==> src/verilog/rv_core_pkg.sv <==
package rv_core_pkg;

    // memory depths, addresses wrap modulo these
    localparam int IMEM_WORDS = 256;
    localparam int DMEM_BYTES = 1024;
    localparam int IMEM_AW    = $clog2(IMEM_WORDS);
    localparam int DMEM_AW    = $clog2(DMEM_BYTES);

    // data word, instruction or address
    typedef logic [31:0] word_t;
    typedef logic [4:0]  reg_addr_t;

    // rv32i major opcodes in use
    typedef enum logic [6:0] {
        OP_LUI    = 7'b0110111,
        OP_JAL    = 7'b1101111,
        OP_JALR   = 7'b1100111,
        OP_BRANCH = 7'b1100011,
        OP_LOAD   = 7'b0000011,
        OP_STORE  = 7'b0100011,
        OP_IMM    = 7'b0010011,
        OP_REG    = 7'b0110011,
        OP_SYSTEM = 7'b1110011
    } opcode_e;

    // pass_b feeds the immediate straight through for lui
    typedef enum logic [2:0] {
        ALU_ADD, ALU_SUB, ALU_AND, ALU_OR, ALU_XOR, ALU_SLT, ALU_SLTU, ALU_PASS_B
    } alu_op_e;

    typedef enum logic [2:0] {IMM_I, IMM_S, IMM_B, IMM_U, IMM_J} imm_fmt_e;

    typedef enum logic [1:0] {WB_ALU, WB_LOAD, WB_LINK} wb_sel_e;

    // encoding follows funct3[1:0] of loads and stores
    typedef enum logic [1:0] {MEM_BYTE = 2'd0, MEM_HALF = 2'd1, MEM_WORD = 2'd2} mem_size_e;

    typedef enum logic [2:0] {BR_NONE, BR_EQ, BR_NE, BR_LT, BR_GE, BR_JUMP} br_kind_e;

    typedef enum logic [1:0] {ST_SETUP, ST_RUN, ST_HALTED} ctrl_state_e;

endpackage

==> src/verilog/rv_pc.sv <==
`timescale 1ns/1ps

module rv_pc (
    input  logic               clk,
    input  logic               i_arst_n,
    input  logic               i_load_start,
    input  rv_core_pkg::word_t i_start_addr,
    input  logic               i_stall,
    input  logic               i_take_branch,
    input  logic               i_target_from_alu,
    input  rv_core_pkg::word_t i_imm,
    input  rv_core_pkg::word_t i_alu_result,
    output rv_core_pkg::word_t o_pc,
    output rv_core_pkg::word_t o_pc_plus4
);

    rv_core_pkg::word_t target;

    assign o_pc_plus4 = o_pc + 32'd4;
    // jalr drops bit 0 of the computed address
    assign target = i_target_from_alu ? {i_alu_result[31:1], 1'b0} : o_pc + i_imm;

    // start load beats stall, stall beats branch
    always_ff @(posedge clk or negedge i_arst_n) begin
        if (!i_arst_n) begin
            o_pc <= '0;
        end else if (i_load_start) begin
            o_pc <= i_start_addr;
        end else if (!i_stall) begin
            o_pc <= i_take_branch ? target : o_pc_plus4;
        end
    end

endmodule

==> config.mk <==
export PLATFORM = sky130hd
export DESIGN_NAME = rv_pc
export DESIGN_NICKNAME = d
export VERILOG_FILES = /design/src/verilog/rv_core_pkg.sv /design/src/verilog/rv_pc.sv
export SDC_FILE = /design/constraint.sdc
export NUM_CORES = 1
export LEC_CHECK = 0
export BUFFER_PORTS_ARGS = -buffer_cell sky130_fd_sc_hd__buf_2
export CAP_MARGIN = 0
export CORE_UTILIZATION = 47
export DETAILED_ROUTE_END_ITERATION = 10
export PLACE_DENSITY = 0.75
export SLEW_MARGIN = 30
export SYNTH_ARGS = -nofsm -noshare
export SYNTH_HDL_FRONTEND = slang
export SYNTH_SLANG_ARGS = --single-unit
==> constraint.sdc <==
create_clock -name clk -period 4.2 [get_ports clk]
set_input_delay 0.42 -clock clk [delete_from_list [all_inputs] [get_ports clk]]
set_output_delay 0.42 -clock clk [all_outputs]
set_load 0.01 [all_outputs]
==> metrics.cfg <==
[placement]
place_inst = 777
io_buffer_count = 164
placement.setup.worst_slack_ns = 0.832
gp_routability_congestion = 0.921
post-dp-hpwl_um = 10400

[finish]
share_of_cells_above_drive_strength_1_pct = 27.5
fillCellCount = 778
finalNetCount = 814
final_cell_count_no_fill = 785
largestRegisters = o_pc x32
largest_register_ff_count = 32
register_with_the_most_flip_flops = o_pc
combined_area_of_the_multi_input_logic_cells_sq_um = 3080
area_growth_pct = 25.1
final_common_cell = buf_2
regArea_sq_um = 801
num_antenna_cells = 0
mostFrequentLayoutCells = 164 x buf_2, 57 x nor2_1, 57 x nand2_1

[pwr]
cell_internal_pwr_w = 0.000938
power.net_switching_w = 0.000706
static-leakage-power_nw = 2.36
power-per-cell-area_nw_per_um2 = 326
combPwrFrac_pct = 52.9
total_power_of_the_final_layout_w = 0.00164
sw_ratio_pct = 42.9
power.sequential.fraction_pct = 26.0
clock_power_share_pct = 21.1
worst_ir_drop_vdd_v = 0.000153

[critical_path]
worstPathCellList = ha_1 -> fa_1 -> a21o_1 -> a31o_1 -> a21oi_4 -> a21oi_2 -> o41ai_4 -> o31a_1 -> mux2_1 -> a31oi_1 -> o21a_1
critPathRequiredTime_ns = 4.43
worst_r2r_start = o_pc[0]
path_class = reg -> reg
endpoint_kind = register
worst_setup_path_startpoint = o_pc[0]
cp_slowest_cell = o41ai_4
worst_path_largest_cell_delay_ns = 0.44
timing.critical_path.fanout_max = 5
critPathArrivalTime_ns = 3.50
start_kind = register

[global_route]
globalRoute.totalOverflow = 0
global_route.usage.met3_pct = 5.80
grtUsageTotal_pct = 30.6
groute.layer.met1.usage_pct = 39.2
grt.met2_usage_pct = 52.2
grt_pass1_wl_um = 21600
grt_pass1_vias = 4534
grt_max_degree = 45
gr-max-usage-layer = met2
antenna_violations_before_repair = 0

[die]
die_width_um = 94.6
pin_count = 166
core_area_sq_um = 8260
start_util_pct = 48.8
placement_rows = 33
fp.dieH_um = 94.6
design.die.area_sq_um = 8950

[routing]
avgRoutedWirePerCell_um = 17.3
post_drt_via_cell_ratio = 6.08
totalWireLength_um = 13600
drc = 0
drc_marker_count_from_the_first_detailed_route_iteration = 252
drt-pass1-iter-count = 5
final_antenna_net_count = 0
dr_total_vias = 4775

[synthesis]
dominant_combinational_cell_family_by_area_after_synthesis = compound AO/OA/AOI/OAI gates
synth_async_reset_ratio_pct = 100
yosysSeqAreaShare_pct = 19.9
synth-edff-count = 0
synthesis.instances = 529
yosysTopAreaCell = dfrtp_1
synth_xor_xnor_area_share_pct = 11.5
yosysUniqueCellTypes = 62
post_synth_fa_ha_maj_area_fraction_pct = 10.4
post_synth.cell_area_avg_sq_um = 7.62
post_synth_instance_area_sq_um = 4030
synth_top_area_share_pct = 19.9
synth.ff_latch_count = 32
ranking_of_synthesized_cells_by_area = dfrtp_1 20%, ha_1 9.9%, xnor2_1 6.1%
total_nets_after_synthesis = 664
ys_warn_count = 0
synth_top_flop_cell = dfrtp_1
synth-compound-area-share_pct = 33.6
synth_simple_gate_area_share_pct = 20.0
mux_share_of_post_synthesis_cell_area_pct = 0.528

[worst_hold_path]
worst_hold_path_type = in -> async

[clock_network]
clk_path_buf_depth = 2
cts_made_buffers = 5
cts-root-buf = clkbuf_8
clkSlewWorstSetupHoldPaths_ns = 0.08
cts_tree = done
worst_skew_pair.late_latency_ns = 0.29
post_cts.resized_instances = 0
htree_levels = 2
holdBufCountCts = 0
cts_setup_buffers = 0
cts.sink_count = 32

[sta]
fmax_mhz = 306
grt_setup_unrepaired = no
timing.max_slew.rel_slack_pct = 42.0
total_count_of_max_transition_violations_in_the_final_report = 0
skew_ns = 0.00836
setup_viol = 0
final_critical_path_setup_slack_ns = 0.927
layout_worst_path_cycle_share_pct = 77.9
final.min_clock_period_ns = 3.27
finalSetupTns_ns = 0
tightestPinTransition_ns = 0.870
final-hold-violation-count = 0
fin_worst_hold_slack_ns = 0.228

[job]
cap_violations = 0

[status]
run_status = complete, no violations

-- metrics by stage --
step	instance area [sq um]	utilization [%]
floorplan	4030	-
global placement	4910	59.5
detailed placement	4910	59.5
CTS	5040	61.0
global route	5040	61.0
finish	5040	61.0
-- critical path, delay by kind of cell (launching register included) --
kind	cells	cell delay (ns)
adders and majority gates	2	0.65
AOI/OAI and AO/OA	8	1.77
DFF	1	0.41
muxes	1	0.36
-- synth_stat cells, types with 14 or more instances --
library cell and count:
a21o_1 15, a21oi_1 39, a221oi_1 16, clkbuf_1 20, dfrtp_1 32, ha_1 32, inv_1 14, nand2_1 57
nand3_1 21, nor2_1 58, o21ai_0 28, xnor2_1 28, xor2_1 25
-- cells by family after synthesis --
| kind of cell | after synthesis |
|---|---|
| AO/OA/AOI/OAI | 190 |
| XOR/XNOR | 53 |
| adder cells (fa/ha/maj) | 33 |
| buffers and inverters | 40 |
| flip-flops | 32 |
| multiplexers | 2 |
| AND/OR/NAND/NOR | 179 |
-- path summary, 6_finish.rpt --
| kind | to | slack, ns | cells past startpoint |
|---|---|---|---|
| min reg2reg | o_pc[15] | 0.61 | 2 |
| min in group clk | o_pc[1] | 0.33 | 3 |
| max reg2reg | o_pc[24] | 0.93 | 11 |
| max | o_pc[24] | 0.93 | 11 |
| max in group asynchronous | o_pc[29] | 3.45 | 1 |
| min | o_pc[23] | 0.23 | 1 |
-- power groups by stage --
stage | Sequential (W) | Clock (W) | Combinational, W
floorplan | 0.000433 | 0 | 0.000586
global placement | 0.000430 | 0 | 0.000833
detailed placement | 0.000433 | 0 | 0.000854
CTS | 0.000427 | 0.000355 | 0.000860
global route | 0.000438 | 0.000366 | 0.000960
finish | 0.000428 | 0.000346 | 0.000870
-- final cells by class --
| type | instances | share of cell area (%) |
|---|---|---|
| multi-input cells | 457 | 61.0 |
| repair buffers | 168 | 16.9 |
| flip-flops and latches | 32 | 15.9 |
| well taps | 105 | 2.61 |
| clock buffers | 7 | 1.91 |
| inverters | 15 | 1.12 |
| clock inverters | 1 | 0.596 |
-- per-layer routing --
metal  vias up  wire [um]
met5         -          0
met4         0        313
met3        29        895
met2       213       6530
met1      2257       5850
li1       2276          -
(Power assumes the default switching activity.)
