$ cat config.mk
export PLATFORM = sky130hd
export DESIGN_NAME = rv_alu
export DESIGN_NICKNAME = d
export VERILOG_FILES = /design/src/verilog/rv_core_pkg.sv /design/src/verilog/rv_alu.sv
export SDC_FILE = /design/constraint.sdc
export NUM_CORES = 1
export LEC_CHECK = 0
export BUFFER_PORTS_ARGS = -buffer_cell sky130_fd_sc_hd__clkbuf_2
export CAP_MARGIN = 20
export CORE_UTILIZATION = 58
export DETAILED_ROUTE_END_ITERATION = 16
export PLACE_DENSITY_LB_ADDON = 0.1
export SYNTH_ARGS = -nofsm -noshare
export SYNTH_HDL_FRONTEND = slang
export SYNTH_SLANG_ARGS = --single-unit
$ cat constraint.sdc
create_clock -name vclk -period 4.8
set_input_delay 0.24 -clock vclk [all_inputs]
set_output_delay 0.24 -clock vclk [all_outputs]
set_load 0.03 [all_outputs]
$ cat src/verilog/rv_core_pkg.sv
package rv_core_pkg;

    // memory depths, addresses wrap modulo these
    localparam int IMEM_WORDS = 256;
    localparam int DMEM_BYTES = 1024;
    localparam int IMEM_AW    = $clog2(IMEM_WORDS);
    localparam int DMEM_AW    = $clog2(DMEM_BYTES);

    // data word, instruction or address
    typedef logic [31:0] word_t;
    typedef logic [4:0]  reg_addr_t;

    // rv32i major opcodes in use
    typedef enum logic [6:0] {
        OP_LUI    = 7'b0110111,
        OP_JAL    = 7'b1101111,
        OP_JALR   = 7'b1100111,
        OP_BRANCH = 7'b1100011,
        OP_LOAD   = 7'b0000011,
        OP_STORE  = 7'b0100011,
        OP_IMM    = 7'b0010011,
        OP_REG    = 7'b0110011,
        OP_SYSTEM = 7'b1110011
    } opcode_e;

    // pass_b feeds the immediate straight through for lui
    typedef enum logic [2:0] {
        ALU_ADD, ALU_SUB, ALU_AND, ALU_OR, ALU_XOR, ALU_SLT, ALU_SLTU, ALU_PASS_B
    } alu_op_e;

    typedef enum logic [2:0] {IMM_I, IMM_S, IMM_B, IMM_U, IMM_J} imm_fmt_e;

    typedef enum logic [1:0] {WB_ALU, WB_LOAD, WB_LINK} wb_sel_e;

    // encoding follows funct3[1:0] of loads and stores
    typedef enum logic [1:0] {MEM_BYTE = 2'd0, MEM_HALF = 2'd1, MEM_WORD = 2'd2} mem_size_e;

    typedef enum logic [2:0] {BR_NONE, BR_EQ, BR_NE, BR_LT, BR_GE, BR_JUMP} br_kind_e;

    typedef enum logic [1:0] {ST_SETUP, ST_RUN, ST_HALTED} ctrl_state_e;

endpackage

$ cat src/verilog/rv_alu.sv
`timescale 1ns/1ps

module rv_alu (
    input  rv_core_pkg::alu_op_e i_op,
    input  logic                 i_a_sel_pc,
    input  logic                 i_b_sel_imm,
    input  rv_core_pkg::word_t   i_pc,
    input  rv_core_pkg::word_t   i_rs1,
    input  rv_core_pkg::word_t   i_rs2,
    input  rv_core_pkg::word_t   i_imm,
    output rv_core_pkg::word_t   o_result,
    output logic                 o_eq,
    output logic                 o_lt,
    output logic                 o_ltu
);

    rv_core_pkg::word_t op_a, op_b;

    // operand muxes
    assign op_a = i_a_sel_pc ? i_pc : i_rs1;
    assign op_b = i_b_sel_imm ? i_imm : i_rs2;

    always_comb begin
        case (i_op)
            rv_core_pkg::ALU_ADD:    o_result = op_a + op_b;
            rv_core_pkg::ALU_SUB:    o_result = op_a - op_b;
            rv_core_pkg::ALU_AND:    o_result = op_a & op_b;
            rv_core_pkg::ALU_OR:     o_result = op_a | op_b;
            rv_core_pkg::ALU_XOR:    o_result = op_a ^ op_b;
            rv_core_pkg::ALU_SLT:    o_result = {31'd0, $signed(op_a) < $signed(op_b)};
            rv_core_pkg::ALU_SLTU:   o_result = {31'd0, op_a < op_b};
            // lui
            rv_core_pkg::ALU_PASS_B: o_result = op_b;
            default:                 o_result = op_a + op_b;
        endcase
    end

    // branch flags always rs1 against rs2, independent of operand muxes
    assign o_eq  = (i_rs1 == i_rs2);
    assign o_lt  = $signed(i_rs1) < $signed(i_rs2);
    assign o_ltu = i_rs1 < i_rs2;

endmodule

==> results.sh <==
export IMPL_status="complete, no violations"
export IMPL_drt_pre_antenna_iters=5
export IMPL_synthTopCellsByCount="inv_1 (135), ha_1 (128), nor2_1 (92)"
export IMPL_dr_total_vias=8120
export IMPL_cp_arrival_ps=3950
export IMPL_hold_path_class="in2out"
export IMPL_globalplace_congestion=0.9645
export IMPL_p_sw_mw=0.7875
export IMPL_worstPathRequired_ps=4560
export IMPL_synthesis_nets=1299
export IMPL_pin_count=168
export IMPL_hold_violations=0
export IMPL_place_inst=1297
export IMPL_seq_cells=0
export IMPL_portBuffers=168
export IMPL_leakage_nw=4.021
export IMPL_power_frac_comb_pct=100.0
export IMPL_clkPwrFrac_pct=0
export IMPL_grt_pass1_vias=7298
export IMPL_synth_top_area_share_pct=23.34
export IMPL_ir_drop_mv=0.1008
export IMPL_setup_tns_ps=0
export IMPL_synthTopCellsByArea="ha_1 (23%), mux2i_1 (8.2%), inv_1 (7.4%)"
export IMPL_final_cells=1297
export IMPL_route_detailed_drc=0
export IMPL_relSlewSlack_pct=49.37
export IMPL_path_buf_inv=2
export IMPL_ys_types=84
export IMPL_crit_family="compound AO/OA/AOI/OAI gates"
export IMPL_regArea_sq_um=0
export IMPL_drt_wl_total_um=23220
export IMPL_first_iter_violations=768
export IMPL_maxCapViolCount=0
export IMPL_period_share_pct=87.33
export IMPL_setup_worst_path_start_class="primary input"
export IMPL_synth_area_sq_um=6862
export IMPL_endpoint_kind="primary output"
export IMPL_cts_resized_gates=0
export IMPL_antenna_found_initial=0
export IMPL_slowest_delay_ps=490
export IMPL_hold_buffers=0
export IMPL_fmaxAchievable_ghz=0.2386
export IMPL_switching_share_pct=63.94
export IMPL_ys_seq_area_share_pct=0
export IMPL_area_growth_pct=12.38
export IMPL_post_cts_buffers=0
export IMPL_finish_net_count=1419
export IMPL_drv_slew=0
export IMPL_viasPerCell=6.261
export IMPL_rsz0062_at_grt="no"
export IMPL_path_cells="clkbuf_2, mux2_2, ha_1, fa_1, nor2_1, o311ai_2, a21oi_2, o31ai_4, a2111oi_2, nor3_1, o22a_1, xnor2_1, o21ai_0, clkbuf_2"
export IMPL_die_area_sq_um=12270
export IMPL_core_area_sq_um=11470
export IMPL_synth_cells=1036
export IMPL_yosysMostFrequentCell="inv_1"
export IMPL_yosys_area_top_type="ha_1"
export IMPL_drive_gt1_share_pct=18.11
export IMPL_crit_top_cell="clkbuf_2"
export IMPL_fp_dieW_um=110.8
export IMPL_grt_max_degree=43
export IMPL_yosys_warnings=0
export IMPL_tightest_slew_ps=756.7
export IMPL_grt_first_pass_wirelength_um=36780
export IMPL_dp_hpwl_um=18650
export IMPL_finalSetupViolations=0
export IMPL_std_cell_rows=39
export IMPL_avgRoutedWirePerCell_um=17.91
export IMPL_fp_dieH_um=110.8
export IMPL_seqPwrFrac_pct=0
export IMPL_path_class="in2out"
export IMPL_globalRoute_totalOverflow=0
export IMPL_syn_avg_cell_area_sq_um=6.623
export IMPL_ant_nets=0
export IMPL_grt_usage_pct=36.26
export IMPL_num_antenna_cells=0
export IMPL_slowest_stage="fa_1"
export IMPL_p_int_mw=0.4442
export IMPL_fill_cells=1131
export IMPL_cp_max_fo=18
export IMPL_timing_final_crit_period_ps=4192
export IMPL_initial_core_util_pct=59.84
export IMPL_p_per_area_nw_per_um2=159.7
export IMPL_clock_buffers=0
-- logic make-up (layout without fill, tap and decap cells) --
group | count (synthesis) | after routing | share of synthesized area (%)
adder cells (fa/ha/maj) | 130 | 130 | 23.92
AND/OR/NAND/NOR | 280 | 280 | 19.11
multiplexers | 58 | 58 | 8.497
AO/OA/AOI/OAI | 355 | 355 | 34.92
XOR/XNOR | 17 | 17 | 2.170
buffers and inverters | 196 | 314 | 11.38
-- layer usage --
layer	global-route usage, %	part of all wire (%)	up-vias
met1	52.86	46	3708
li1	-	-	3963
met4	12.09	3.5	0
met2	55.65	42	404
met5	0	0	-
met3	2.952	9.3	45
-- power groups by stage --
stage	clock network (mW)	logic (mW)	registers, mW
floorplan	0	0.891	0
global placement	0	1.20	0
detailed placement	0	1.20	0
CTS	0	1.21	0
global route	0	1.34	0
finish	0	1.23	0
-- layout make-up --
type | count | area (sq um) | area share [%]
inverters | 136 | 510.5 | 6.620
multi-input cells | 840 | 6081 | 78.86
well taps | 143 | 178.9 | 2.320
repair buffers | 178 | 940.9 | 12.20
-- final timing paths --
check             slack, ps  cells after the start        start      endpoint
setup / recovery        610                     14  i_b_sel_imm  o_result[24]
hold / removal         1060                      4    i_rs1[31]          o_lt
-- metrics by stage --
| step | total power [mW] | utilization (%) | hold slack [ps] | setup slack [ps] | cell area [sq um] |
|---|---|---|---|---|---|
| 3_5_place_dp | 1.201 | 67.25 | 1066 | 677.8 | 7711 |
| 4_1_cts | 1.207 | 67.25 | 1071 | 656.4 | 7711 |
| 5_1_grt | 1.341 | 67.25 | 1084 | 311.7 | 7711 |
| 2_1_floorplan | 0.8907 | - | 839.6 | 418.5 | 6862 |
| 3_3_place_gp | 1.198 | 67.25 | 1051 | 709.5 | 7711 |
| 6_report | 1.232 | 67.25 | 1060 | 608.2 | 7711 |
-- tightest hold or removal path, stage by stage --
cell      delay (ps)
clkbuf_2         100
ha_1             210
xnor2_1           90
clkbuf_2         180
-- cells in the final DEF, fill, tap and decap left out, types with 14 or more instances in the layout --
cell / netlist / routed
nand2_1: 79 / 79
nor2b_1: 17 / 17
nor2_1: 92 / 92
clkbuf_2: 0 / 168
inv_1: 135 / 135
a21oi_1: 90 / 90
nor3_1: 18 / 18
mux2i_1: 56 / 56
xnor2_1: 14 / 14
nand3_1: 17 / 17
a21o_1: 14 / 14
o21ai_0: 73 / 73
ha_1: 128 / 128
o22ai_1: 15 / 15
(Power assumes the default switching activity.)
