**config.mk**
```make
export PLATFORM = sky130hd
export DESIGN_NAME = rv_regfile
export DESIGN_NICKNAME = d
export VERILOG_FILES = /design/src/verilog/rv_core_pkg.sv /design/src/verilog/rv_regfile.sv
export SDC_FILE = /design/constraint.sdc
export NUM_CORES = 2
export LEC_CHECK = 0
export ABC_AREA = 0
export ABC_CLOCK_PERIOD_IN_PS = 1650
export BUFFER_PORTS_ARGS = -buffer_cell sky130_fd_sc_hd__buf_4
export CORE_UTILIZATION = 43
export CTS_CLUSTER_SIZE = 12
export DETAILED_ROUTE_END_ITERATION = 8
export MAX_ROUTING_LAYER = met4
export SYNTH_ARGS = -nofsm -noshare
export SYNTH_HDL_FRONTEND = slang
export SYNTH_SLANG_ARGS = --single-unit
```
**constraint.sdc**
```tcl
create_clock -name clk -period 1.65 [get_ports clk]
set_input_delay 0.0825 -clock clk [delete_from_list [all_inputs] [get_ports clk]]
set_output_delay 0.0825 -clock clk [all_outputs]
set_load 0.01 [all_outputs]
```
**src/verilog/rv_core_pkg.sv**
```systemverilog
package rv_core_pkg;

    // memory depths, addresses wrap modulo these
    localparam int IMEM_WORDS = 256;
    localparam int DMEM_BYTES = 1024;
    localparam int IMEM_AW    = $clog2(IMEM_WORDS);
    localparam int DMEM_AW    = $clog2(DMEM_BYTES);

    // data word, instruction or address
    typedef logic [31:0] word_t;
    typedef logic [4:0]  reg_addr_t;

    // rv32i major opcodes in use
    typedef enum logic [6:0] {
        OP_LUI    = 7'b0110111,
        OP_JAL    = 7'b1101111,
        OP_JALR   = 7'b1100111,
        OP_BRANCH = 7'b1100011,
        OP_LOAD   = 7'b0000011,
        OP_STORE  = 7'b0100011,
        OP_IMM    = 7'b0010011,
        OP_REG    = 7'b0110011,
        OP_SYSTEM = 7'b1110011
    } opcode_e;

    // pass_b feeds the immediate straight through for lui
    typedef enum logic [2:0] {
        ALU_ADD, ALU_SUB, ALU_AND, ALU_OR, ALU_XOR, ALU_SLT, ALU_SLTU, ALU_PASS_B
    } alu_op_e;

    typedef enum logic [2:0] {IMM_I, IMM_S, IMM_B, IMM_U, IMM_J} imm_fmt_e;

    typedef enum logic [1:0] {WB_ALU, WB_LOAD, WB_LINK} wb_sel_e;

    // encoding follows funct3[1:0] of loads and stores
    typedef enum logic [1:0] {MEM_BYTE = 2'd0, MEM_HALF = 2'd1, MEM_WORD = 2'd2} mem_size_e;

    typedef enum logic [2:0] {BR_NONE, BR_EQ, BR_NE, BR_LT, BR_GE, BR_JUMP} br_kind_e;

    typedef enum logic [1:0] {ST_SETUP, ST_RUN, ST_HALTED} ctrl_state_e;

endpackage

```
**src/verilog/rv_regfile.sv**
```systemverilog
`timescale 1ns/1ps

module rv_regfile (
    input  logic                   clk,
    input  logic                   i_arst_n,
    input  logic                   i_we,
    input  rv_core_pkg::reg_addr_t i_rd_addr,
    input  rv_core_pkg::reg_addr_t i_rs1_addr,
    input  rv_core_pkg::reg_addr_t i_rs2_addr,
    input  rv_core_pkg::wb_sel_e   i_wb_sel,
    input  rv_core_pkg::word_t     i_alu_result,
    input  rv_core_pkg::word_t     i_load_data,
    input  rv_core_pkg::word_t     i_link,
    output rv_core_pkg::word_t     o_rs1,
    output rv_core_pkg::word_t     o_rs2,
    output rv_core_pkg::word_t     o_rd_data
);

    rv_core_pkg::word_t regs [32];

    // writeback source
    always_comb begin
        case (i_wb_sel)
            rv_core_pkg::WB_LOAD: o_rd_data = i_load_data;
            rv_core_pkg::WB_LINK: o_rd_data = i_link;
            default:              o_rd_data = i_alu_result;
        endcase
    end

    // x0 never written so it always reads zero
    always_ff @(posedge clk or negedge i_arst_n) begin
        if (!i_arst_n) begin
            for (int i = 0; i < 32; i++) begin
                regs[i] <= '0;
            end
        end else if (i_we && (i_rd_addr != 5'd0)) begin
            regs[i_rd_addr] <= o_rd_data;
        end
    end

    assign o_rs1 = regs[i_rs1_addr];
    assign o_rs2 = regs[i_rs2_addr];

endmodule
```
==> out/qor_table.md <==
| Stage | Quantity | This run |
|---|---|---|
| grt | Initial antenna violation count | 4 |
| power and ir drop | Total power after layout | 75600 uW |
| grt | Vias in the first global route | 46503 |
| floorplan | Placeable core region | 124000 sq um |
| cells and area | Most flop-heavy register | regs |
| yosys | Synth Area per Inst | 9.28 sq um |
| sta | Min setup slack post-route | -697 ps |
| worst setup path | Data arrival time of the worst path | 2260 ps |
| sta | Fmax | 426 MHz |
| sta | Final count of negative-setup-slack endpoints | 65 |
| yosys | Synthesized netlist cell count | 5838 |
| placement | RePlAce Congestion | 0.898 |
| yosys | Cells taking the most area after synthesis | dfrtp_1 (47%), mux2i_1 (19%), o21ai_0 (8.9%) |
| yosys | Leading area contributor after synthesis | dfrtp_1 |
| floorplan | Die Footprint | 127000 sq um |
| sta | Skew final | 0 ps |
| cells and area | Layout cell share with drive strength beyond 1 | 19.1% |
| yosys | Area of the mapped netlist | 54200 sq um |
| yosys | Yosys warnings | 0 |
| sta | Slew headroom | 45.7% |
| floorplan | Die Height | 357 um |
| drt | DRT antenna net count | 0 |
| placement | Number of cells in the design after placement | 7674 |
| cells and area | Non-Filler Instances | 7979 |
| cells and area | Flip-flop count of the largest register, all copies and words added | 1024 |
| drt | Avg WL per Cell | 25.3 um |
| power and ir drop | Worst IR drop on VDD | 0.933 mV |
| floorplan | Starting density of the core | 43.6% |
| floorplan | Chip width | 357 um |
| sta | Final number of max-transition violations | 0 |
| clock tree | Clock Path Buffers | 3 |
| floorplan | Cell row count | 129 |
| cells and area | Synthesis-to-layout area growth | 27.3% |
| yosys | Most instantiated flip-flop cell in the synthesis netlist | dfrtp_1 |
| min path | Min-delay worst type | in -> reg |
| sta | Setup repair after global routing missed its margin | true |
| floorplan | Number of ports placed on the die boundary | 212 |
| grt | First-pass GRT wire length | 301000 um |
| grt | Global-route total usage across every layer | 32.3% |
| placement | IO buf count | 211 |
| yosys | Number of flops mapped to enable cells by yosys | 0 |
| clock tree | Reg clk slew, reported paths | 60 ps |
| clock tree | CTS tree | yes |
| yosys | Ys async rst share | 100% |
| yosys | Most frequent cell after synthesis | nand2_1 |
| job | Max capacitance violation total | 0 |
| cells and area | Diode count | 0 |
| clock tree | Clock latency on the worst-skew pair | 720 ps |
| power and ir drop | Leakage power total | 0.0330 uW |
| yosys | Sequential area share after synthesis | 47.3% |
| yosys | Netlist cell types | 29 |
| grt | Largest net degree at the start of global routing | 90 |
| drt | Residual DRC | 0 |
| sta | Final cycle utilization of the critical path | 142% |
| sta | Post-route minimum period | 2350 ps |
| drt | 1st-pass router iterations | 8 |
| grt | Remaining global-route overflow | 0 |
| clock tree | TritonCTS Buffers | 115 |
| worst setup path | Type of element launching the critical path | flip-flop |
| yosys | Flip-flop and latch count after synthesis | 1024 |
| drt | Via total after detailed routing | 47142 |
| worst setup path | Data required time at the worst endpoint | 1570 ps |
| worst setup path | Critical path capture point type | primary output |
| cells and area | Largest registers | regs x1024 |
| cells and area | Final Net Count | 6372 |
| clock tree | CTS Root Cell | clkbuf_16 |
| status | Violations in the final reports | setup timing |
| drt | DRC violation total after the first TritonRoute iteration | 4221 |
| placement | Post-detail-place hpwl | 130000 um |
| status | Result of the run | complete, but fails checks |
| sta | Transition time at the pin with the least slew margin | 813 ps |
| sta | Total count of hold-check failures in the final report | 0 |
| clock tree | Maximum level of the CTS H-tree | 3 |
| yosys | Synthesized Nets | 5956 |
| drt | Final wirelength | 202000 um |
| worst setup path | Crit Path Max Fanout | 2 |
| clock tree | Total clock sinks | 1024 |
| yosys | Area share of the largest cell type after synthesis | 47.3% |
| worst setup path | Worst Path Class, Setup | reg -> out |
| power and ir drop | Total power per unit cell area | 1090 nW/um^2 |
| drt | Vias per inst | 5.91 |
| yosys | Ranking of synthesized cells by instance count | nand2_1 (1192), dfrtp_1 (1024), mux2i_1 (1024), o21ai_0 (963), clkbuf_1 (381) |
layout by cell type, fill, tap and decap left out, types with 5 or more instances in the layout:
cell type and instances:
a21oi_1 192, a21oi_2 28, a22o_1 128, a22oi_1 220
a31oi_1 32, a31oi_2 24, a31oi_4 8, buf_12 234
buf_4 491, buf_6 73, bufinv_16 8, clkbuf_1 20
clkbuf_16 120, clkbuf_8 30, clkinv_2 21, clkinvlp_4 6
dfrtp_1 1024, dlygate4sd3_1 67, dlymetal6s4s_1 8, inv_1 30
mux2i_1 1024, nand2_1 1186, nand2_4 17, nand2b_2 5
nand3_1 146, nand3_2 30, nand3_4 25, nor2_1 33
nor2_2 6, nor3_1 20, nor3_2 41, nor3_4 6
o21ai_0 963, o21ai_1 29
worst paths after layout:
check	start	endpoint	slack [ps]	cells after the start
worst min register to register	regs[1017]	regs[1017]	400	0
worst max register to register	regs[685]	regs[685]	450	3
worst max-delay path	regs[921]	o_rs2[25]	-700	8
max in group asynchronous	i_arst_n	regs[549]	390	5
min in group asynchronous	i_arst_n	regs[230]	330	3
worst min-delay path	i_load_data[6]	regs[614]	10	6
power by group:
part | switching, uW | internal, uW | total (uW)
registers | 3470 | 29300 | 32800
logic | 8970 | 7510 | 16500
clock network | 10800 | 15500 | 26300
total | 23200 | 52300 | 75600
final cells by class:
| class | count | area (sq um) |
|---|---|---|
| Fill cell | 10835 | 55300 |
| Multi-Input combinational cell | 4195 | 27200 |
| Sequential cell | 1024 | 25600 |
| Timing Repair Buffer | 884 | 10200 |
| Clock buffer | 167 | 3420 |
| Tap cell | 1637 | 2050 |
| Clock inverter | 38 | 434 |
| Inverter | 34 | 138 |
worst max-delay path, stage by stage, from the launching register on:
cell,delay (ps)
dfrtp_1,380
buf_6,120
mux2i_1,130
a22o_1,180
nor3_2,70
a31oi_2,240
nand3_2,140
buf_6,160
buf_6,120
cell families (layout without fill, tap and decap cells):
group	Yosys count	in the layout	synth area share (%)
buffers and inverters	619	1123	5.05
flip-flops	1024	1024	47.3
multiplexers	1024	1024	18.9
AO/OA/AOI/OAI	1632	1632	17.1
adder cells (fa/ha/maj)	2	2	0.0462
AND/OR/NAND/NOR	1537	1537	11.6
timing repair:
action                      CTS  global route
gates cloned                  1             3
buffers inserted              4            27
gates resized for setup     193            73
setup endpoints to repair    86           239
hold endpoints to repair   1984             0
hold buffers                 79             0
pin swaps                   102           110
through the flow:
stage | util, % | setup TNS, ps | hold slack [ps] | setup slack [ps] | area (sq um)
6_report | 55.5 | -33520 | 11.8 | -697 | 69000
5_1_grt | 55.5 | -37340 | 47.3 | -734 | 69000
4_1_cts | 55.1 | -46700 | 1.06 | -719 | 68400
3_5_place_dp | 50.5 | -33980 | -44.1 | -396 | 62800
3_3_place_gp | 50.5 | -22530 | -45.0 | -398 | 62800
2_1_floorplan | - | 0 | -213 | 171 | 54200
routing by layer:
layer | global-route usage (%) | share of wire [%] | vias to the layer above
met2 | 48.1 | 45 | 1920
met3 | 4.74 | 7.6 | 451
met5 | - | 0 | -
met1 | 44.2 | 44 | 23399
met4 | 13.1 | 4.1 | 0
li1 | - | - | 21372
Note: power is estimated with default switching activity, not from simulation.
