--- config.mk ---
export PLATFORM = sky130hd
export DESIGN_NAME = rv_imm_gen
export DESIGN_NICKNAME = d
export VERILOG_FILES = /design/src/verilog/rv_core_pkg.sv /design/src/verilog/rv_imm_gen.sv
export SDC_FILE = /design/constraint.sdc
export NUM_CORES = 1
export LEC_CHECK = 0
export BUFFER_PORTS_ARGS = -buffer_cell sky130_fd_sc_hd__buf_2
export CORE_MARGIN = 10
export CORE_UTILIZATION = 34
export DETAILED_ROUTE_END_ITERATION = 8
export GPL_TIMING_DRIVEN = 0
export PLACE_DENSITY = 0.95
export SETUP_SLACK_MARGIN = 0.3
export SYNTH_ARGS = -nofsm -noshare
export SYNTH_HDL_FRONTEND = slang
export SYNTH_SLANG_ARGS = --single-unit
--- constraint.sdc ---
create_clock -name vclk -period 0.9
set_input_delay 0 -clock vclk [all_inputs]
set_output_delay 0 -clock vclk [all_outputs]
set_load 0.005 [all_outputs]
--- src/verilog/rv_core_pkg.sv ---
package rv_core_pkg;

    // memory depths, addresses wrap modulo these
    localparam int IMEM_WORDS = 256;
    localparam int DMEM_BYTES = 1024;
    localparam int IMEM_AW    = $clog2(IMEM_WORDS);
    localparam int DMEM_AW    = $clog2(DMEM_BYTES);

    // data word, instruction or address
    typedef logic [31:0] word_t;
    typedef logic [4:0]  reg_addr_t;

    // rv32i major opcodes in use
    typedef enum logic [6:0] {
        OP_LUI    = 7'b0110111,
        OP_JAL    = 7'b1101111,
        OP_JALR   = 7'b1100111,
        OP_BRANCH = 7'b1100011,
        OP_LOAD   = 7'b0000011,
        OP_STORE  = 7'b0100011,
        OP_IMM    = 7'b0010011,
        OP_REG    = 7'b0110011,
        OP_SYSTEM = 7'b1110011
    } opcode_e;

    // pass_b feeds the immediate straight through for lui
    typedef enum logic [2:0] {
        ALU_ADD, ALU_SUB, ALU_AND, ALU_OR, ALU_XOR, ALU_SLT, ALU_SLTU, ALU_PASS_B
    } alu_op_e;

    typedef enum logic [2:0] {IMM_I, IMM_S, IMM_B, IMM_U, IMM_J} imm_fmt_e;

    typedef enum logic [1:0] {WB_ALU, WB_LOAD, WB_LINK} wb_sel_e;

    // encoding follows funct3[1:0] of loads and stores
    typedef enum logic [1:0] {MEM_BYTE = 2'd0, MEM_HALF = 2'd1, MEM_WORD = 2'd2} mem_size_e;

    typedef enum logic [2:0] {BR_NONE, BR_EQ, BR_NE, BR_LT, BR_GE, BR_JUMP} br_kind_e;

    typedef enum logic [1:0] {ST_SETUP, ST_RUN, ST_HALTED} ctrl_state_e;

endpackage

--- src/verilog/rv_imm_gen.sv ---
`timescale 1ns/1ps

module rv_imm_gen (
    input  rv_core_pkg::word_t    i_inst,
    input  rv_core_pkg::imm_fmt_e i_fmt,
    output rv_core_pkg::word_t    o_imm
);

    // sign bit sits at inst[31] for every format
    logic sgn;

    assign sgn = i_inst[31];

    always_comb begin
        case (i_fmt)
            rv_core_pkg::IMM_I: o_imm = {{20{sgn}}, i_inst[31:20]};
            rv_core_pkg::IMM_S: o_imm = {{20{sgn}}, i_inst[31:25], i_inst[11:7]};
            // b and j keep bit 0 clear
            rv_core_pkg::IMM_B: begin
                o_imm = {{19{sgn}}, sgn, i_inst[7], i_inst[30:25], i_inst[11:8], 1'b0};
            end
            rv_core_pkg::IMM_U: o_imm = {i_inst[31:12], 12'd0};
            rv_core_pkg::IMM_J: begin
                o_imm = {{11{sgn}}, sgn, i_inst[19:12], i_inst[20], i_inst[30:21], 1'b0};
            end
            default:            o_imm = '0;
        endcase
    end

endmodule

==> impl_metrics.yaml, run 1 <==
logic_synthesis:
  yosysTopAreaCell: "a21oi_1"
  netlist.area_leader.share_pct: 15.7
  synth_common_cells: "22 x nand2_1, 17 x a21oi_1, 12 x o22ai_1, 7 x nor2b_1"
  synthAdderAreaFrac_pct: 2.08
  synth_area_per_cell_um2: 5.75
  synth_area_um2: 541
  syn-num-nets: 129
  synth-simple-area-share_pct: 39.4
  synth-compound-area-share_pct: 32.2
  yosys.area_share.xor_xnor_pct: 0
  synthMuxAreaShare_pct: 10.2
  synth_top_family_by_area: "simple AND/OR/NAND/NOR gates"
  synthTopCellsByArea: "a21oi_1 16%, nand2_1 15%, o22ai_1 14%, mux2_2 8.3%, nor2b_1 8.1%"
  netlist_instances: 94
  yosysSeqAreaShare_pct: 0
  ys_types: 20
  synth.most_common_cell: "nand2_1"
  yosys_warnings: 0
worst_setup_path:
  path_max_fanout: 6
  slowest_stage: "and3b_2"
  crit_family: "buffers and inverters"
  worstPathCellList: "buf_8 > buf_8 > and3b_2 > buf_2 > nand2_1 > nand2_2 > buf_6"
  cp_slowest_stage_delay_ns: 0.22
  crit_path_end_kind: "output port"
  cp_num_buf_inv: 4
  critical_path_class: "primary input to output port"
  startpoint_type: "primary input"
  crit_top_cell: "buf_8"
  cp.arrival_ns: 0.91
  worstPathRequired_ns: 0.90
timing:
  fin_ws_ns: -0.0134
  maxSlewViolCount: 0
  period_share_pct: 101
  worst_pin_slew_ns: 0.455
  maxSlewHeadroom_pct: 69.7
  setup_tns_ns: -0.0321
  hold_viol: 0
  fmax_ghz: 1.09
  finalSetupViolCount: 4
  grt_setup_unrepaired: "yes"
  min_period_ns: 0.913
final_layout:
  nNetsFinal: 198
  clkbuf_count: 0
  drive_gt1_share_pct: 77.0
  fin_area_um2: 1270
  n_antenna_cell: 0
  area_growth_pct: 134
  seq_cells: 0
  finalNonFillerCells: 177
  regArea_um2: 0
  fillCellCount: 82
power_and_ir_drop:
  leakage_nw: 0.666
  power_density_nw_per_um2: 571
  vdd_drop_max_mv: 0.362
routing:
  wl_per_cell_um: 19.9
  drc_errors: 0
  dr_total_vias: 1003
  dr.pass1.iters: 4
  ant_nets: 0
  totalWireLength_um: 3520
  via_per_inst: 5.67
  drtIter0Drc: 38
global_routing:
  overflow: 0
  grt_pass1_wl_um: 4850
  grt_max_degree: 11
  grt.total_usage_pct: 16.3
  grt_antenna_before_repair: 0
  grt_pass1_vias: 1064
die:
  die_h_um: 59.9
  num_io_pins: 67
  fp.dieW_um: 59.9
  dieArea_um2: 3580
  start_util_pct: 35.9
  fp-row-count: 14
  core_region_area_um2: 1510
placed_design:
  place_ws_ns: -0.0502
  gp_congestion: 0.742
  dp.cells: 168
  dp_hpwl_um: 2130
  dpl_cell_area_um2: 938
  port_buffers: 58
status:
  outcome: "complete, but fails checks"
  failed_checks: "negative setup slack"
hold_path:
  hp-class: "primary input to output port"
run:
  maxCapViolations: 0
-- power by group --
part	switching, mW	internal [mW]
sequential	0	0
combinational	0.334	0.389
clock	0	0
total	0.334	0.389
-- kinds of logic after synthesis --
family          after synthesis
simple gates                 41
compound gates               31
buf+inv                      16
mux                           5
fa+ha+maj                     1
-- worst paths after layout --
path	start	end	slack (ns)	cells past startpoint
max	i_fmt[0]	o_imm[24]	-0.01	7
min	i_inst[26]	o_imm[26]	0.28	4
-- cells in the final DEF (no fill, tap or decap), drive strengths merged --
master and count:
buf 75, nand2 22, mux2 4, o32ai 1, nor3 1, nand2b 6
o21ai 1, a21oi 17, o22ai 12, mux2i 1, and2 2, and3b 1
nor2b 7, clkbuf 3, inv 5, maj3 1, and2b 2
-- metal layers --
metal	vias up	GRT usage (%)	part of all wire [%]
met5	-	0	0
met4	0	1.28	1.3
met3	4	9.53	17
met2	83	29.9	50
met1	456	15.8	32
li1	460	-	-
-- tightest hold or removal path, delay by kind of cell --
kind / cells / cell delay, ns
buffers and inverters: 2 / 0.20
and+or+nand+nor: 2 / 0.09
-- metrics by stage --
stage	power, mW	util (%)	hold slack, ns
finish	0.724	84.1	0.284
CTS	0.625	76.9	0.277
detailed placement	0.508	62.3	0.274
global route	0.775	84.1	0.310
floorplan	0.283	-	0.0850
global placement	0.488	62.3	0.271
-- repair_timing --
item	CTS	global route
hold buffers	0	0
setup buffers	4	0
endpoints found under the setup margin	32	32
cloned	5	0
gates resized for setup	43	28
pin swaps	13	4
-- cell type report --
cell class / instances / area (um^2) / area share, %
timing repair buffer: 67 / 450 / 35.5
tap: 16 / 20.0 / 1.58
multi-input combinational: 78 / 641 / 50.5
buffer: 11 / 138 / 10.9
inverter: 5 / 18.8 / 1.48
Power figures use the tool's default switching activity.
==> run 2: changes to the inputs <==
--- a/config.mk
+++ b/config.mk
@@ -7,7 +7,7 @@
 export LEC_CHECK = 0
 export BUFFER_PORTS_ARGS = -buffer_cell sky130_fd_sc_hd__buf_2
 export CORE_MARGIN = 10
-export CORE_UTILIZATION = 34
+export CORE_UTILIZATION = 37
 export DETAILED_ROUTE_END_ITERATION = 8
 export GPL_TIMING_DRIVEN = 0
 export PLACE_DENSITY = 0.95
==> constraint.sdc (replaced) <==
create_clock -name vclk -period 1.1
set_input_delay 0 -clock vclk [all_inputs]
set_output_delay 0 -clock vclk [all_outputs]
set_load 0.005 [all_outputs]
==> run 2 against run 1 <==
Effect of this change:
- the run now ends clean
- combinational power shrank 29%
- sequential share of layout area stayed put
- cell area is 12% lower
- flip-flop and latch count unchanged
- hold slack worse by 0.0016 ns
- clock-buffer cell count is the same
- die area is 5.4% lower
- worst setup slack better by 0.20 ns
- first-iteration DRC count increased by 18%
- routed wire length decreased by 2.9%
- global-route usage fell by 2.0 points
- largest cell class unchanged
==> impl_metrics.yaml, run 2 (synthesis results as in run 1) <==
final_layout:
  final_cell_mix: "55 x buf_2, 12 x nand2_1, 10 x o22ai_1, 10 x nand2_2, 10 x a21oi_2"
  area_growth_pct: 107
  clkbuf_count: 0
  n_antenna_cell: 0
  regArea_um2: 0
  drive_gt1_share_pct: 68.8
  fillCellCount: 81
  nNetsFinal: 197
  final_common_cell: "buf_2"
  seq_cells: 0
worst_setup_path:
  worstPathRequired_ns: 1.10
  cp.arrival_ns: 0.92
  path_max_fanout: 5
  startpoint_type: "primary input"
  crit_path_end_kind: "output port"
  worstPathCellList: "buf_8 > buf_6 > nor2b_2 > buf_4 > a21oi_1 > o22ai_1 > buf_2"
  slowest_stage: "o22ai_1"
  cp_slowest_stage_delay_ns: 0.18
  critical_path_class: "primary input to output port"
  crit_family: "buffers and inverters"
  cp_num_buf_inv: 4
die:
  num_io_pins: 67
  fp.dieW_um: 58.2
  die_h_um: 58.2
  start_util_pct: 40.5
  core_region_area_um2: 1330
  fp-row-count: 13
  dieArea_um2: 3390
timing:
  fin_ws_ns: 0.182
  period_share_pct: 83.5
  min_period_ns: 0.918
  maxSlewViolCount: 0
  grt_setup_unrepaired: "yes"
  setup_tns_ns: 0
  maxSlewHeadroom_pct: 64.9
  finalSetupViolCount: 0
  fmax_ghz: 1.09
  hold_viol: 0
  worst_pin_slew_ns: 0.526
  fin_hold_ws_ns: 0.283
global_routing:
  overflow: 0
  grt_pass1_vias: 894
  grt.total_usage_pct: 14.3
  met2_usage_pct: 28.7
  grt_pass1_wl_um: 4150
  grt_antenna_before_repair: 0
  busiest_layer: "met2"
  use_met1_pct: 15.0
  grtUsageMet3_pct: 1.74
  grt_max_degree: 11
routing:
  via_per_inst: 5.70
  wl_per_cell_um: 19.5
  totalWireLength_um: 3410
  ant_nets: 0
  dr.pass1.iters: 4
  drc_errors: 0
  drtIter0Drc: 45
  dr_total_vias: 998
hold_path:
  hp-class: "primary input to output port"
power_and_ir_drop:
  leakage_nw: 0.609
  vdd_drop_max_mv: 0.271
  power_density_nw_per_um2: 462
run:
  maxCapViolations: 0
placed_design:
  place_ws_ns: 0.0628
  gp_congestion: 0.760
  dp_hpwl_um: 2040
  port_buffers: 58
status:
  outcome: "complete, no violations"
==> run 2: path summary, 6_finish.rpt <==
check	slack, ns	cells past startpoint	end	start
worst max-delay path	0.18	7	o_imm[14]	i_fmt[0]
worst min-delay path	0.28	4	o_imm[30]	i_inst[30]
==> run 2: report_power, final <==
| group | switching, mW | internal, mW |
|---|---|---|
| Sequential | 0 | 0 |
| Clock | 0 | 0 |
| Combinational | 0.246 | 0.271 |
| Total | 0.246 | 0.271 |
==> run 2: per-layer routing <==
layer | routed length, um | up-vias | part of all wire [%]
li1 | - | 459 | -
met1 | 1160 | 453 | 34
met2 | 1870 | 72 | 55
met3 | 261 | 14 | 7.6
met4 | 119 | 0 | 3.5
met5 | 0 | - | 0
==> run 2: cell type report <==
class | count | area (um^2) | area share, %
plain buffers | 11 | 126 | 11.3
inverters | 5 | 18.8 | 1.68
multi-input cells | 78 | 552 | 49.4
well taps | 15 | 18.8 | 1.68
repair buffers | 66 | 402 | 35.9
==> run 2: timing repair <==
action,CTS,global route
gates resized for setup,28,32
hold buffers,0,0
pin swaps,13,3
setup endpoints to repair,25,31
setup buffers,2,1
gates cloned,1,4
==> run 2: per-stage QoR <==
step	util [%]	cells	area (um^2)	power (mW)
global route	83.8	175	1120	0.554
detailed placement	63.7	167	850	0.373
finish	83.8	175	1120	0.516
floorplan	-	94	541	0.197
CTS	72.0	170	961	0.422
global placement	63.7	167	850	0.360
